File: config.mk
export PLATFORM = sky130hd
export DESIGN_NAME = la_top
export DESIGN_NICKNAME = d
export VERILOG_FILES = /design/src/hw/la_pkg.sv /design/src/hw/byte_tx.sv /design/src/hw/cmd_decoder.sv /design/src/hw/ctrl.sv /design/src/hw/la_top.sv /design/src/hw/sample_cache.sv /design/src/hw/sample_ram.sv
export SDC_FILE = /design/constraint.sdc
export NUM_CORES = 2
export LEC_CHECK = 0
export BUFFER_PORTS_ARGS = -buffer_cell sky130_fd_sc_hd__buf_2
export CAP_MARGIN = 25
export CORE_ASPECT_RATIO = 1.4
export CORE_MARGIN = 8
export CORE_UTILIZATION = 55
export CTS_CLUSTER_DIAMETER = 100
export DETAILED_ROUTE_END_ITERATION = 10
export GPL_TIMING_DRIVEN = 0
export HOLD_SLACK_MARGIN = 0.08
export PLACE_DENSITY = 0.78
export REMOVE_ABC_BUFFERS = 1
export SLEW_MARGIN = 10
export SYNTH_ARGS = -nofsm -noshare
export SYNTH_HDL_FRONTEND = slang
export SYNTH_SLANG_ARGS = --single-unit
File: constraint.sdc
create_clock -name clk_i -period 6.6 [get_ports clk_i]
set_input_delay 1.65 -clock clk_i [delete_from_list [all_inputs] [get_ports clk_i]]
set_output_delay 1.65 -clock clk_i [all_outputs]
set_load 0.005 [all_outputs]
File: src/hw/la_pkg.sv
// shared widths, command opcodes and controller states of the logic analyzer core
`default_nettype none

package la_pkg;

  localparam int unsigned WIDTH     = 32;         // sample and memory word width
  localparam int unsigned CNT_WIDTH = WIDTH / 2;  // read and delay count width

  // command opcodes, bit 7 set means four data bytes follow
  typedef enum logic [7:0] {
    OP_RESET   = 8'h00,  // restore all channel groups
    OP_RUN     = 8'h01,  // arm trigger, here it fires at once
    OP_SET_CNT = 8'h81,  // read count low half, delay count high half
    OP_SET_CFG = 8'h82   // active channel groups in bits 3..0
  } opcode_e;

  // capture controller states
  typedef enum logic [2:0] {
    IDLE,      // pre-trigger sampling into the ring
    TRG,       // post-trigger sampling
    TX,        // send one memory word
    TX_CACHE,  // send the partial cache word
    TX_WAIT    // wait for the byte transmitter
  } ctrl_state_e;

endpackage

`default_nettype wire

File: src/hw/byte_tx.sv
// byte transmitter, latches a cache or memory word and sends it lsb first, one byte per clock
`default_nettype none
`timescale 1ns/1ps

module byte_tx (
  input  logic                      clk_i,
  input  logic                      rst_in,        // sync, active low
  input  logic                      tx_stb_i,      // latch a word and start
  input  logic                      sel_cache_i,   // take the cache word
  input  logic [2:0]                width_i,       // bytes to send, 0 to 4
  input  logic [la_pkg::WIDTH-1:0]  cache_word_i,
  input  logic [la_pkg::WIDTH-1:0]  mem_word_i,
  output logic                      tx_rdy_o,      // no bytes left
  output logic                      tx_valid_o,    // byte on tx_data_o
  output logic [7:0]                tx_data_o
);

  logic [la_pkg::WIDTH-1:0] shift_q;  // bytes still to go, lowest next
  logic [2:0]               left_q;   // remaining byte count

  assign tx_valid_o = (left_q != 3'd0);
  assign tx_rdy_o   = (left_q == 3'd0);
  assign tx_data_o  = shift_q[7:0];

  always_ff @(posedge clk_i) begin : byte_cnt
    if (!rst_in) begin
      left_q <= 3'd0;
    end else if (tx_stb_i) begin
      left_q <= width_i;                  // width 0 leaves rdy high
    end else if (left_q != 3'd0) begin
      left_q <= left_q - 3'd1;
    end
  end

  // word shift register
  always_ff @(posedge clk_i) begin : shifter
    if (tx_stb_i) begin
      if (sel_cache_i) begin
        shift_q <= cache_word_i;
      end else begin
        shift_q <= mem_word_i;
      end
    end else if (left_q != 3'd0) begin
      shift_q <= shift_q >> 8;            // next byte down
    end
  end

endmodule

`default_nettype wire

File: src/hw/cmd_decoder.sv
// byte-wide command receiver, turns short and long commands into pulses and channel config
`default_nettype none
`timescale 1ns/1ps

module cmd_decoder (
  input  logic                      clk_i,
  input  logic                      rst_in,      // sync, active low
  input  logic                      rx_stb_i,    // one command byte per strobe
  input  logic [7:0]                rx_data_i,
  output logic                      run_o,       // pulse, arm trigger
  output logic                      set_cnt_o,   // pulse, cmd_o holds the counts
  output logic [la_pkg::WIDTH-1:0]  cmd_o,       // data word of the last long command
  output logic [3:0]                cfg_o        // active channel groups
);

  localparam int unsigned W = la_pkg::WIDTH;

  la_pkg::opcode_e op_q;   // opcode of the long command in progress
  logic            busy_q; // collecting data bytes
  logic [1:0]      idx_q;  // data byte index
  logic [W-1:0]    cmd_q;
  logic [W-1:0]    cmd_next;

  // data bytes arrive lsb first, so shift in from the top
  assign cmd_next = {rx_data_i, cmd_q[W-1:8]};
  assign cmd_o    = cmd_q;

  always_ff @(posedge clk_i) begin : decode
    if (!rst_in) begin
      op_q      <= la_pkg::OP_RESET;
      busy_q    <= 1'b0;
      idx_q     <= 2'd0;
      run_o     <= 1'b0;
      set_cnt_o <= 1'b0;
      cfg_o     <= 4'hf;                       // all groups after reset
    end else begin
      run_o     <= 1'b0;                       // pulses last one clock
      set_cnt_o <= 1'b0;
      if (rx_stb_i) begin
        if (!busy_q) begin
          op_q <= la_pkg::opcode_e'(rx_data_i);
          if (rx_data_i[7]) begin              // long command, four bytes to come
            busy_q <= 1'b1;
            idx_q  <= 2'd0;
          end else begin
            case (rx_data_i)
              la_pkg::OP_RESET: cfg_o <= 4'hf;
              la_pkg::OP_RUN:   run_o <= 1'b1;
              default: ;                       // unknown short opcode
            endcase
          end
        end else begin
          idx_q <= idx_q + 2'd1;
          if (idx_q == 2'd3) begin             // fifth byte of the command
            busy_q <= 1'b0;
            case (op_q)
              la_pkg::OP_SET_CNT: set_cnt_o <= 1'b1;
              la_pkg::OP_SET_CFG: cfg_o     <= cmd_next[3:0];
              default: ;                       // unknown long opcode, bytes dropped
            endcase
          end
        end
      end
    end
  end

  // payload shift register
  always_ff @(posedge clk_i) begin : data_shift
    if (rx_stb_i && busy_q) cmd_q <= cmd_next;
  end

endmodule

`default_nettype wire

File: src/hw/ctrl.sv
// capture controller FSM, samples into the ring, counts post-trigger words and reads back
`default_nettype none
`timescale 1ns/1ps

module ctrl #(
  parameter int unsigned DEPTH = 5                   // ring address bits
) (
  input  logic                      clk_i,
  input  logic                      rst_in,          // sync, active low
  input  logic                      set_cnt_i,       // load read and delay counts
  input  logic [la_pkg::WIDTH-1:0]  cmd_i,           // command data word
  input  logic                      run_i,           // trigger
  input  logic                      cstb_i,          // cache word written to the ring
  input  logic [3:0]                cfg_i,           // active channel groups
  output logic                      cen_o,           // capture enable
  output logic [DEPTH-1:0]          addr_o,          // ring pointer
  input  logic                      tx_rdy_i,        // transmitter idle
  output logic                      tx_stb_o,        // start one transfer
  output logic                      tx_sel_cache_o,  // send the cache word, else memory
  output logic [2:0]                tx_width_o       // bytes in this transfer
);

  localparam int unsigned CW = la_pkg::CNT_WIDTH;

  la_pkg::ctrl_state_e state, state_next;

  logic [CW-1:0]   rd_cnt;            // readback count from the host
  logic [CW-1:0]   dly_cnt;           // post-trigger count from the host
  logic [CW+3:0]   cnt, cnt_next;     // post-trigger words, then words sent
  logic [DEPTH-1:0] ptr, ptr_next;    // ring pointer
  logic [1:0]      c_cnt, c_cnt_next; // bytes sitting in the cache
  logic [2:0]      cfg_ones;          // number of active groups
  logic [CW+3:0]   rd_ext;            // rd_cnt + 2, widened
  logic [CW+3:0]   rd_mem_cnt;        // last value of cnt in TX

  assign addr_o         = ptr;
  assign tx_sel_cache_o = (state == la_pkg::TX_CACHE);

  always_comb begin : count_groups
    cfg_ones = 3'd0;
    for (int g = 0; g < 4; g++) cfg_ones = cfg_ones + {2'b00, cfg_i[g]};
  end

  // readback length scales with the groups, a few extra words may go out
  assign rd_ext = {4'b0000, rd_cnt} + 2'd2;
  always_comb begin : readback_len
    case (cfg_ones)
      3'd1:    rd_mem_cnt = rd_ext;
      3'd2:    rd_mem_cnt = rd_ext << 1;
      3'd3:    rd_mem_cnt = rd_ext + (rd_ext << 1);
      default: rd_mem_cnt = rd_ext << 2;   // four groups, or none
    endcase
  end

  always_comb begin : main_fsm
    state_next = state;
    cnt_next   = cnt;
    ptr_next   = ptr;
    c_cnt_next = c_cnt;
    cen_o      = 1'b0;
    tx_stb_o   = 1'b0;
    tx_width_o = 3'd4;                      // full memory word
    case (state)
      la_pkg::IDLE: begin                   // keep a pre-trigger history
        cen_o      = 1'b1;
        c_cnt_next = 2'(c_cnt + cfg_ones);  // mirrors the cache fill count
        if (cstb_i) ptr_next = ptr + 1'b1;
        if (run_i) begin
          state_next = la_pkg::TRG;
          cnt_next   = '0;
        end
      end
      la_pkg::TRG: begin
        cen_o      = 1'b1;
        c_cnt_next = 2'(c_cnt + cfg_ones);
        if (cstb_i) begin
          if (cnt == {2'b00, dly_cnt, 2'b11}) begin
            // word 4*dly+4 goes to ptr, which stays on the last write
            state_next = la_pkg::TX_CACHE;
            cnt_next   = '0;
          end else begin
            cnt_next = cnt + 1'b1;
            ptr_next = ptr + 1'b1;
          end
        end
      end
      la_pkg::TX_CACHE: begin               // flush the partial word first
        tx_stb_o   = 1'b1;
        tx_width_o = {1'b0, c_cnt};         // zero fill sends nothing
        state_next = la_pkg::TX_WAIT;
      end
      la_pkg::TX: begin                     // one word backwards per visit
        tx_stb_o   = 1'b1;
        cnt_next   = cnt + 1'b1;
        ptr_next   = ptr - 1'b1;
        if (cnt == rd_mem_cnt) begin
          state_next = la_pkg::IDLE;
        end else begin
          state_next = la_pkg::TX_WAIT;
        end
      end
      la_pkg::TX_WAIT: begin
        if (tx_rdy_i) state_next = la_pkg::TX;
      end
      default: state_next = la_pkg::IDLE;
    endcase
  end

  always_ff @(posedge clk_i) begin : fsm_regs
    if (!rst_in) begin
      state <= la_pkg::IDLE;
      cnt   <= '0;
      ptr   <= '0;
      c_cnt <= 2'd0;
    end else begin
      state <= state_next;
      cnt   <= cnt_next;
      ptr   <= ptr_next;
      c_cnt <= c_cnt_next;
    end
  end

  always_ff @(posedge clk_i) begin : count_regs
    if (!rst_in) begin
      rd_cnt  <= '0;
      dly_cnt <= '0;
    end else if (set_cnt_i) begin
      rd_cnt  <= cmd_i[CW-1:0];               // low half
      dly_cnt <= cmd_i[la_pkg::WIDTH-1:CW];   // high half
    end
  end

endmodule

`default_nettype wire

File: src/hw/la_top.sv
// logic analyzer capture core top level, joins decoder, cache, ring RAM, controller and transmitter
`default_nettype none
`timescale 1ns/1ps

module la_top #(
  parameter int unsigned DEPTH = 5                   // ring address bits
) (
  input  logic                      clk_i,
  input  logic                      rst_in,          // sync, active low
  input  logic                      rx_stb_i,        // command byte strobe
  input  logic [7:0]                rx_data_i,
  input  logic [la_pkg::WIDTH-1:0]  sample_i,        // taken every clock
  output logic                      tx_valid_o,
  output logic [7:0]                tx_data_o
);

  logic                     run, set_cnt, cen, cstb;
  logic [la_pkg::WIDTH-1:0] cmd;
  logic [3:0]               cfg;
  logic [la_pkg::WIDTH-1:0] cache_word, full_word, rd_word;
  logic [DEPTH-1:0]         addr;
  logic                     tx_stb, tx_sel_cache, tx_rdy;
  logic [2:0]               tx_width;

  cmd_decoder u_dec (
    .clk_i, .rst_in, .rx_stb_i, .rx_data_i,
    .run_o(run), .set_cnt_o(set_cnt), .cmd_o(cmd), .cfg_o(cfg)
  );

  sample_cache u_cache (
    .clk_i, .rst_in, .cen_i(cen), .cfg_i(cfg), .sample_i,
    .cstb_o(cstb), .full_word_o(full_word), .cache_word_o(cache_word)
  );

  sample_ram #(.DEPTH(DEPTH)) u_ram (
    .clk_i, .we_i(cen & cstb), .addr_i(addr), .wdata_i(full_word), .rdata_o(rd_word)
  );

  ctrl #(.DEPTH(DEPTH)) u_ctrl (
    .clk_i, .rst_in, .set_cnt_i(set_cnt), .cmd_i(cmd), .run_i(run), .cstb_i(cstb),
    .cfg_i(cfg), .cen_o(cen), .addr_o(addr), .tx_rdy_i(tx_rdy), .tx_stb_o(tx_stb),
    .tx_sel_cache_o(tx_sel_cache), .tx_width_o(tx_width)
  );

  byte_tx u_tx (
    .clk_i, .rst_in, .tx_stb_i(tx_stb), .sel_cache_i(tx_sel_cache), .width_i(tx_width),
    .cache_word_i(cache_word), .mem_word_i(rd_word), .tx_rdy_o(tx_rdy),
    .tx_valid_o, .tx_data_o
  );

endmodule

`default_nettype wire

File: src/hw/sample_cache.sv
// packs the bytes of the active channel groups of each sample into 32-bit memory words
`default_nettype none
`timescale 1ns/1ps

module sample_cache (
  input  logic                      clk_i,
  input  logic                      rst_in,        // sync, active low
  input  logic                      cen_i,         // capture enable
  input  logic [3:0]                cfg_i,         // active channel groups
  input  logic [la_pkg::WIDTH-1:0]  sample_i,      // one sample per clock
  output logic                      cstb_o,        // word completed this cycle
  output logic [la_pkg::WIDTH-1:0]  full_word_o,   // completed word, valid with cstb_o
  output logic [la_pkg::WIDTH-1:0]  cache_word_o   // incomplete word for the final flush
);

  localparam int unsigned W = la_pkg::WIDTH;

  logic [1:0]     fill_q;    // bytes held in part_q
  logic [W-1:0]   part_q;    // partial word, low fill_q bytes valid
  logic [2*W-1:0] lane_buf;  // partial word plus appended lanes
  logic [2:0]     pos;       // byte count after appending

  // append active lanes behind the cached bytes, group 0 first
  always_comb begin : pack
    lane_buf = {{W{1'b0}}, part_q};
    pos      = {1'b0, fill_q};
    for (int g = 0; g < 4; g++) begin
      if (cfg_i[g]) begin
        lane_buf[{pos, 3'b000} +: 8] = sample_i[g*8 +: 8];
        pos = pos + 3'd1;
      end
    end
  end

  assign cstb_o       = cen_i & pos[2];      // byte count wrapped past four
  assign full_word_o  = lane_buf[W-1:0];
  assign cache_word_o = part_q;

  always_ff @(posedge clk_i) begin : fill_cnt
    if (!rst_in) begin
      fill_q <= 2'd0;
    end else if (cen_i) begin
      fill_q <= pos[1:0];                    // leftover bytes start the next word
    end
  end

  // bytes of the word being filled, only the low fill_q are meaningful
  always_ff @(posedge clk_i) begin : part_word
    if (cen_i) begin
      if (pos[2]) begin
        part_q <= lane_buf[2*W-1:W];         // spill into the next word
      end else begin
        part_q <= lane_buf[W-1:0];
      end
    end
  end

endmodule

`default_nettype wire

File: src/hw/sample_ram.sv
// capture ring buffer of 2^DEPTH words, written by the cache and read back by the controller
`default_nettype none
`timescale 1ns/1ps

module sample_ram #(
  parameter int unsigned DEPTH = 5           // address bits
) (
  input  logic                      clk_i,
  input  logic                      we_i,    // capture enable and word strobe
  input  logic [DEPTH-1:0]          addr_i,  // ring pointer from ctrl
  input  logic [la_pkg::WIDTH-1:0]  wdata_i,
  output logic [la_pkg::WIDTH-1:0]  rdata_o  // combinational read
);

  logic [la_pkg::WIDTH-1:0] mem [2**DEPTH];

  // sync write at the pointer
  always_ff @(posedge clk_i) begin : wr_port
    if (we_i) mem[addr_i] <= wdata_i;
  end

  // async read, byte_tx latches it in the TX cycle
  assign rdata_o = mem[addr_i];

endmodule

`default_nettype wire
* Yosys cells after proc, flatten, opt, wreduce, memory -nomap -nowiden
Memory sizes are Yosys's and may differ from the RTL's. A register that Yosys moved wholly into a read port is not among the register bits.
Cells that the tools add are included.
** Operators by class
- Add/sub/neg operators :: 19
- Shifts and indexed selects :: 8
- Equality and inequality tests :: 22
- Reduce and logical (&&, ||, !) cells :: 19
- Bitwise gates (word level) :: 5
- Mux-type cells :: 52
** Operators by type and width (number)
- $bwmux 64 :: 4
- $mux 64 :: 4
- $shift 8x8->64 const A :: 4
- $shiftx 8x8->64 :: 4
- $mux 32 :: 4
- $pmux 20 s3 :: 2
- $mux 20 :: 3
- $mux 3 :: 12
- $mux 5 :: 5
- $neg 6->8 :: 3
- $add 20x1->20 const B :: 1
- $add 20x20->20 :: 1
- $eq 20x18->1 :: 1
- $eq 20x20->1 :: 1
- $mux 4 :: 5
- $add 16x2->17 const B :: 1
- $eq 8x8->1 const B :: 2
- $pmux 3 s5 :: 1
- $pmux 5 s3 :: 1
- $ne 2x2->1 const B :: 7
- $eq 3x2->1 const B :: 4
- $reduce_and 4->1 :: 3
- $add 3x1->3 const B :: 3
- $mux 1 :: 9
- other kinds (27) :: 40
** Storage, ports and cells
- Input port bits :: 43
- Memories kept :: 1
- Logic and storage cells :: 143
- Register bits :: 180
- Memory bits (writable) :: 1024
- Output and inout port bits :: 9
** Memories
- u_ram.mem :: words 32, bits a word 32, rd ports 1, clocked after Yosys merged registers in 1, write ports 1, line sample_ram.sv:15 : logic [la_pkg::WIDTH-1:0] mem [2**DEPTH];

* Logic depth before layout (Yosys ltp)
- Depth in word-level cells :: 13
- Gate-level depth with buffers :: 26
- Depth with buffers taken out :: 21

* Modules after synthesis
A second synthesis with hierarchy kept.
** Second synthesis, totals
- Cells, all modules :: 3553
- Area, all modules :: 52740.6 um2
** By module, submodules not included
- sample_ram :: area an instance 39102.5 um2, instances 1, cells an instance 2075, sequential area each 30749.5 um2
- ctrl :: area an instance 5486.5 um2, instances 1, cells an instance 691, sequential area each 1241.2 um2
- sample_cache :: area an instance 4465.5 um2, instances 1, cells an instance 504, sequential area each 1001.0 um2
- byte_tx :: area an instance 1955.6 um2, instances 1, cells an instance 162, sequential area each 1021.0 um2
- cmd_decoder :: area an instance 1724.2 um2, instances 1, cells an instance 120, sequential area each 1301.2 um2
- la_top :: area an instance 6.3 um2, instances 1, cells an instance 1, sequential area each 0.0 um2

* Worst setup path before layout
OpenSTA, ideal clock, no wires.
- Path kind :: flip-flop to flip-flop
- Start point :: reg u_cache.fill_q[0]
- End point :: mem u_ram.mem[31][0] (netlist bit), enable pin
- Path slack :: 0.971 ns
- Arrival time :: 5.208 ns
- Library setup time :: 0.421 ns
- Cell stages (with the launch flop) :: 20
- Data required time :: 6.179 ns
- Buffers on the path :: 3
- Period minus slack after synthesis :: 5.629 ns
- Cell sequence :: dfxtp_1 -> buf_4 -> inv_1 -> ha_1 -> clkbuf_1 -> mux2_4 -> inv_1 -> ha_1 -> nand2b_1 -> o21ai_0 -> inv_1 -> ha_1 -> nand2_1 -> o21ai_1 -> ha_1 -> nand2_1 -> xor2_2 -> clkbuf_1 -> nand4_1 -> nor2_1
** Between the ends
- Word-level cells in the longest chain between the ends :: 12
** RTL lines
- from (decl) :: line sample_cache.sv:18 : logic [1:0] fill_q;
- from (signal assigned) :: line sample_cache.sv:43 : fill_q <= pos[1:0];
- $add 2x1->3 :: line sample_cache.sv:30 : pos = pos + 3'd1;
- $mux 3 (*) :: line sample_cache.sv:28 : if (cfg_i[g]) begin
- $add 3x1->3 :: line sample_cache.sv:30
- $mux 3 (*) :: line sample_cache.sv:28
- $add 3x1->3 :: line sample_cache.sv:30
- $mux 3 (*) :: line sample_cache.sv:28
- $add 3x1->3 :: line sample_cache.sv:30
- $mux 3 (*) :: line sample_cache.sv:28
- $and 1x1->1 (*) :: line sample_cache.sv:35 : assign cstb_o = cen_i & pos[2];
- $and 1x1->1 (*) :: line la_top.sv:36 : .clk_i, .we_i(cen & cstb), .addr_i(addr), .wdata_i(full_word), .rdata_o(rd_word)
- $mux 1 (*) :: line sample_ram.sv:19 : if (we_i) mem[addr_i] <= wdata_i;
- $mux 1 (implied by the code) (*) :: line sample_ram.sv:19
- to (decl) :: line sample_ram.sv:15
Every way passes the cells marked *; elsewhere a longest branch is shown, timed or not.

* Final worst setup path
- Start point :: reg u_cache.fill_q[0]
- End point :: reg u_cache.part_q[22] (netlist: u_cache.cache_word_o[22]) (data pin)
** Between the ends
- Word-level cells in the longest chain between the ends :: 11
- Elaborated cells between the ends (all ways) :: 29
- Those cells by class :: add/sub (8); shift (8); mux (13)
** RTL lines
- $add 2x1->3 or $neg 5->8 (tied branches) :: line sample_cache.sv:30, sample_cache.sv:29
- $mux 3, or another cell as far along :: line sample_cache.sv:28
- $add 3x1->3, or another cell as far along :: line sample_cache.sv:30
- $mux 3, or another cell as far along :: line sample_cache.sv:28
- $add 3x1->3, or another cell as far along :: line sample_cache.sv:30
- $mux 3, or another cell as far along :: line sample_cache.sv:28
- $neg 6->8 or $bwmux 64 (tied branches) :: line sample_cache.sv:29 : lane_buf[{pos, 3'b000} +: 8] = sample_i[g*8 +: 8];
- $shiftx 8x8->64, or another cell as far along :: line sample_cache.sv:29
- $bwmux 64 :: line sample_cache.sv:29
- $mux 64 :: line sample_cache.sv:28
- $mux 32 (*) :: line sample_cache.sv:50 : if (pos[2]) begin
- to (signal assigned) :: line sample_cache.sv:51 : part_q <= lane_buf[2*W-1:W];
- to (signal assigned) :: line sample_cache.sv:53 : part_q <= lane_buf[W-1:0];
- to (decl) :: line sample_cache.sv:19 : logic [W-1:0] part_q;
Marked as above.
A chain may end at the register's enable or synchronous reset.

==> qor.log <==
qor: run_status.status finished clean
qor: drt.drtPass1Iterations 6
qor: synth.synthFlopType sky130_fd_sc_hd__edfxtp_1
qor: synth.count_of_synthesis_stage_warnings_from_yosys 0
qor: synth.share_of_the_yosys_chip_area_belonging_to_registers 68.09%
qor: setup_path.crit_type flip-flop to flip-flop
qor: setup_path.worstSetupStartpointType flip-flop
qor: setup_path.max_stage_delay 0.56 ns
qor: synth.post_synth_inst_count 3,098
qor: setup_path.timing.critical_path.mode_cell sky130_fd_sc_hd__ha_1
qor: global_route.first_global_vias 31,690
qor: clock_tree.clk_pin_slew_worst_paths 0.07 ns
qor: global_route.grt_use_total 28.95%
qor: final_layout.fraction_of_final_layout_cells_sized_beyond_drive_strength_1 24.67%
qor: clock_tree.ctsHtreeMaxLevel 3
qor: drt.drc_errors 0
qor: timing.setup_viol 0
qor: setup_path.cp_data_arrival_time 6.74 ns
qor: place.placed_cells 4,286
qor: drt.detail_route.iter0.violations 4,370
qor: setup_path.timing.critical_path.slowest_stage_cell sky130_fd_sc_hd__dfxtp_2
qor: power.power_density 279.2 nW/µm²
qor: die.start_util 55.42%
qor: setup_path.worstReg2RegStart u_cache.fill_q[0]$_SDFFE_PN0P_
qor: die.placeableCoreArea 93,860 µm²
qor: hold_path.hold_path_class flip-flop to flip-flop
qor: final_layout.multi_input_area 16,040 µm²
qor: clock_tree.clock_latency 0.75 ns
qor: synth.synth_async_sr_flop_share 0%
qor: synth.postSynthAreaPerCell 16.79 µm²
qor: setup_path.critPathCaptureType flip-flop
qor: power.leakagePower 19.31 nW
qor: place.dp_wirelength 95,380 µm
qor: setup_path.critical_path_peak_fanout 16
qor: timing.finalSetupTns 0 ns
qor: timing.timing.final.crit_period 6.291 ns
qor: timing.endpoints_failing_hold 0
qor: final_layout.instances_no_fill 4,530
qor: die.placement_rows 133
qor: final_layout.area_delta_synth_final 14.93%
qor: clock_tree.tritoncts.num_buffers 108
qor: synth.synth.ff_latch_count 1,209
qor: final_layout.filler_cell_count 6,219
qor: drt.ant_nets 0
qor: timing.slew_headroom 26.65%
qor: place.finalWeightedCongestion 0.9632
qor: timing.min_period_over_period 95.31%
qor: clock_tree.tritoncts done
qor: timing.final_max_slew_viol_count 0
qor: clock_tree.cts_max_path_buffers 3
qor: synth.yosys.cell_types.count 93
qor: synth.mappedNetlistArea 52,010 µm²
qor: die.die-width 275.9 µm
qor: final_layout.regArea 35,440 µm²
qor: flow_run.maxCapViolations 0
qor: global_route.grt_pass1_wl 219,300 µm
qor: setup_path.cp-startpoint u_cache.fill_q[0]$_SDFFE_PN0P_
qor: global_route.grt-ovfl-total 0
qor: clock_tree.cts-hold-fix-buffers 0
qor: global_route.antenna_violations_before_repair 18
qor: setup_path.worstPathRequired 7.05 ns
qor: drt.via_total_after_detailed_routing 31,540
qor: drt.avgRoutedWirePerCell 33.65 µm
qor: clock_tree.numClockSinks 1,209
qor: final_layout.fin_nets 3,294
qor: die.floorplan.io_pins 52
qor: timing.finClkSkew 0.06162 ns
qor: drt.vias_per_cell 6.963
qor: die.die_h 379.9 µm
qor: timing.setup_repair_after_global_routing_missed_its_margin no
qor: timing.worst_slew_pin_slew 1.096 ns
qor: hold_path.hold_path_startpoint u_dec.cmd_o[17]$_DFFE_PP_
qor: global_route.grt_max_degree 77
qor: clock_tree.cts-root-buf sky130_fd_sc_hd__clkbuf_16
qor: timing.maxClockFrequency 159.0 MHz
qor: synth.synth_edf_count 1,120
qor: timing.hold-worst-slack 0.4318 ns
qor: power.vdd_ir_drop_max 0.2381 mV
qor: drt.wl 152,400 µm
qor: die.dieArea 104,800 µm²
qor: place.count_of_input_and_output_buffers 51
qor: setup_path.crit_chain inv_1 > ha_1 > mux2_4 > inv_1 > ha_1 > nand2b_1 > o21ai_0 > inv_1 > ha_1 > nand2_1 > o21ai_1 > inv_1 > ha_1 > ha_1 > nor2b_1 > and2_1 > and2b_1 > nand2b_1 > a21oi_1 > a211oi_1 > a21o_1
qor: final_layout.final_core_utilization 63.70%
## cell usage in the layout, fill, tap and decap left out, types with 19 or more instances in the layout
cell type and count:
sky130_fd_sc_hd__a211oi_1 35, sky130_fd_sc_hd__a21o_1 19, sky130_fd_sc_hd__a21oi_1 118, sky130_fd_sc_hd__a22oi_1 29, sky130_fd_sc_hd__a31oi_1 24, sky130_fd_sc_hd__buf_12 49
sky130_fd_sc_hd__buf_16 39, sky130_fd_sc_hd__buf_2 51, sky130_fd_sc_hd__buf_4 28, sky130_fd_sc_hd__buf_6 25, sky130_fd_sc_hd__clkbuf_1 21, sky130_fd_sc_hd__clkbuf_16 110
sky130_fd_sc_hd__clkinv_1 22, sky130_fd_sc_hd__clkinv_2 19, sky130_fd_sc_hd__dfxtp_1 80, sky130_fd_sc_hd__diode_2 19, sky130_fd_sc_hd__edfxtp_1 1120, sky130_fd_sc_hd__ha_1 43
sky130_fd_sc_hd__inv_1 39, sky130_fd_sc_hd__mux2i_1 91, sky130_fd_sc_hd__mux4_2 320, sky130_fd_sc_hd__nand2_1 146, sky130_fd_sc_hd__nand3_1 43, sky130_fd_sc_hd__nor2_1 220
sky130_fd_sc_hd__nor2_4 33, sky130_fd_sc_hd__nor3_1 36, sky130_fd_sc_hd__o21ai_0 79, sky130_fd_sc_hd__xnor2_1 42, sky130_fd_sc_hd__xor2_1 25
## cell usage after synthesis (5+ instances only)
cell type,count,area (µm²)
sky130_fd_sc_hd__nand2_1,147,551.8
sky130_fd_sc_hd__a21o_1,19,142.6
sky130_fd_sc_hd__a2111oi_0,9,78.83
sky130_fd_sc_hd__nor3b_1,7,52.55
sky130_fd_sc_hd__a31oi_1,24,150.1
sky130_fd_sc_hd__a32oi_1,13,113.9
sky130_fd_sc_hd__and4_1,5,43.79
sky130_fd_sc_hd__nor2_1,255,957.2
sky130_fd_sc_hd__o31a_1,6,52.55
sky130_fd_sc_hd__mux2_2,5,56.30
sky130_fd_sc_hd__o211ai_1,16,120.1
sky130_fd_sc_hd__clkbuf_1,129,484.2
sky130_fd_sc_hd__xor2_1,25,219.0
sky130_fd_sc_hd__ha_1,43,538.0
sky130_fd_sc_hd__o21ai_0,93,465.5
sky130_fd_sc_hd__nor3_1,39,195.2
sky130_fd_sc_hd__mux4_2,320,7207
sky130_fd_sc_hd__and2_1,11,68.82
sky130_fd_sc_hd__buf_2,22,110.1
sky130_fd_sc_hd__mux2i_1,91,910.9
sky130_fd_sc_hd__a22oi_1,29,217.7
sky130_fd_sc_hd__clkbuf_2,7,35.03
sky130_fd_sc_hd__edfxtp_1,1120,33630
sky130_fd_sc_hd__a21oi_1,134,670.6
sky130_fd_sc_hd__a32o_1,8,80.08
sky130_fd_sc_hd__a211oi_1,35,262.8
sky130_fd_sc_hd__nand3_1,44,220.2
sky130_fd_sc_hd__dfxtp_1,89,1782
sky130_fd_sc_hd__o21a_1,13,97.59
sky130_fd_sc_hd__inv_1,40,150.1
sky130_fd_sc_hd__or4_1,5,37.54
sky130_fd_sc_hd__nand2b_1,19,118.9
sky130_fd_sc_hd__a221o_1,10,100.1
sky130_fd_sc_hd__buf_1,36,135.1
sky130_fd_sc_hd__o221ai_1,5,43.79
sky130_fd_sc_hd__buf_4,17,127.6
sky130_fd_sc_hd__nand3b_1,8,60.06
sky130_fd_sc_hd__nor4_1,14,87.58
sky130_fd_sc_hd__xnor2_1,43,376.6
sky130_fd_sc_hd__nand4_1,18,112.6
sky130_fd_sc_hd__nor2b_1,18,112.6
sky130_fd_sc_hd__and3_1,17,106.4
## what timing repair did
item | CTS | global route
buffers inserted | 24 | 0
resized for setup | 3 | 6
pin swaps | 5 | 1
endpoints found under the setup margin | 872 | 537
gates cloned | 0 | 1
## stage by stage
stage               power (mW)  worst slack (ns)  area (µm²)
detailed placement       10.44           -0.4397       55930
global route             17.09           0.04550       59740
finish                   16.69            0.3095       59780
floorplan                10.05            -5.691       51110
CTS                      16.68           0.01216       59680
global placement         10.64            -10.24       52890
## flip-flops by register name (all words and copies together), names as in the netlist, 4 cells and up, named ones only
name                  count
u_dec.op_q                8
u_ctrl.addr_o             5
u_ram.mem              1024
u_ctrl.rd_cnt            16
u_ctrl.cnt               20
u_cache.cache_word_o     32
u_ctrl.dly_cnt           16
u_dec.cfg_o               4
u_dec.cmd_o              32
u_tx.shift_q             32
## final cells by class
class                      count  area share (%)
clock buffer                 134           4.805
clock inverter                66           1.053
timing repair buffer         209           5.113
antenna                       19         0.07953
multi-input combinational   1633           26.84
inverter                      45          0.2867
tap                         1215           2.543
sequential                  1209           59.28
## final timing paths
| path | slack, ns | end | cells after the start |
|---|---|---|---|
| hold / removal | 0.43 | u_dec.cmd_o[9]$_DFFE_PP_ | 0 |
| setup reg to reg | 0.31 | u_cache.cache_word_o[22]$_DFFE_PP_ | 21 |
| hold reg to reg | 0.43 | u_dec.cmd_o[9]$_DFFE_PP_ | 0 |
| setup / recovery | 0.31 | u_cache.cache_word_o[22]$_DFFE_PP_ | 21 |
## worst max-delay path: cells and delay by family (launching register included)
family,cells,cell delay [ns]
muxes,1,0.23
adders and majority gates,5,1.77
AOI/OAI and AO/OA,5,1.18
and+or+nand+nor,6,1.76
DFF,1,0.56
buffers and inverters,4,0.47
## kinds of logic after synthesis
logic type	count (synthesis)	share of synthesized area, %
multiplexers	417	15.74
buffers and inverters	257	2.066
adder cells (fa/ha/maj)	45	1.111
flip-flops	1209	68.09
AND/OR/NAND/NOR	642	5.949
XOR/XNOR	74	1.398
AO/OA/AOI/OAI	454	5.646
## power breakdown
part,leakage (nW),internal [mW],switching [mW]
clock,1.71,3.49,2.84
sequential,11.0,8.66,0.128
combinational,6.62,0.688,0.882
## per-layer routing
metal,part of all wire [%],track usage (%)
met1,34,35.36
met2,48,46.48
met3,11,7.662
met4,6.9,16.57
met5,0.045,0
(Power assumes the default switching activity.)
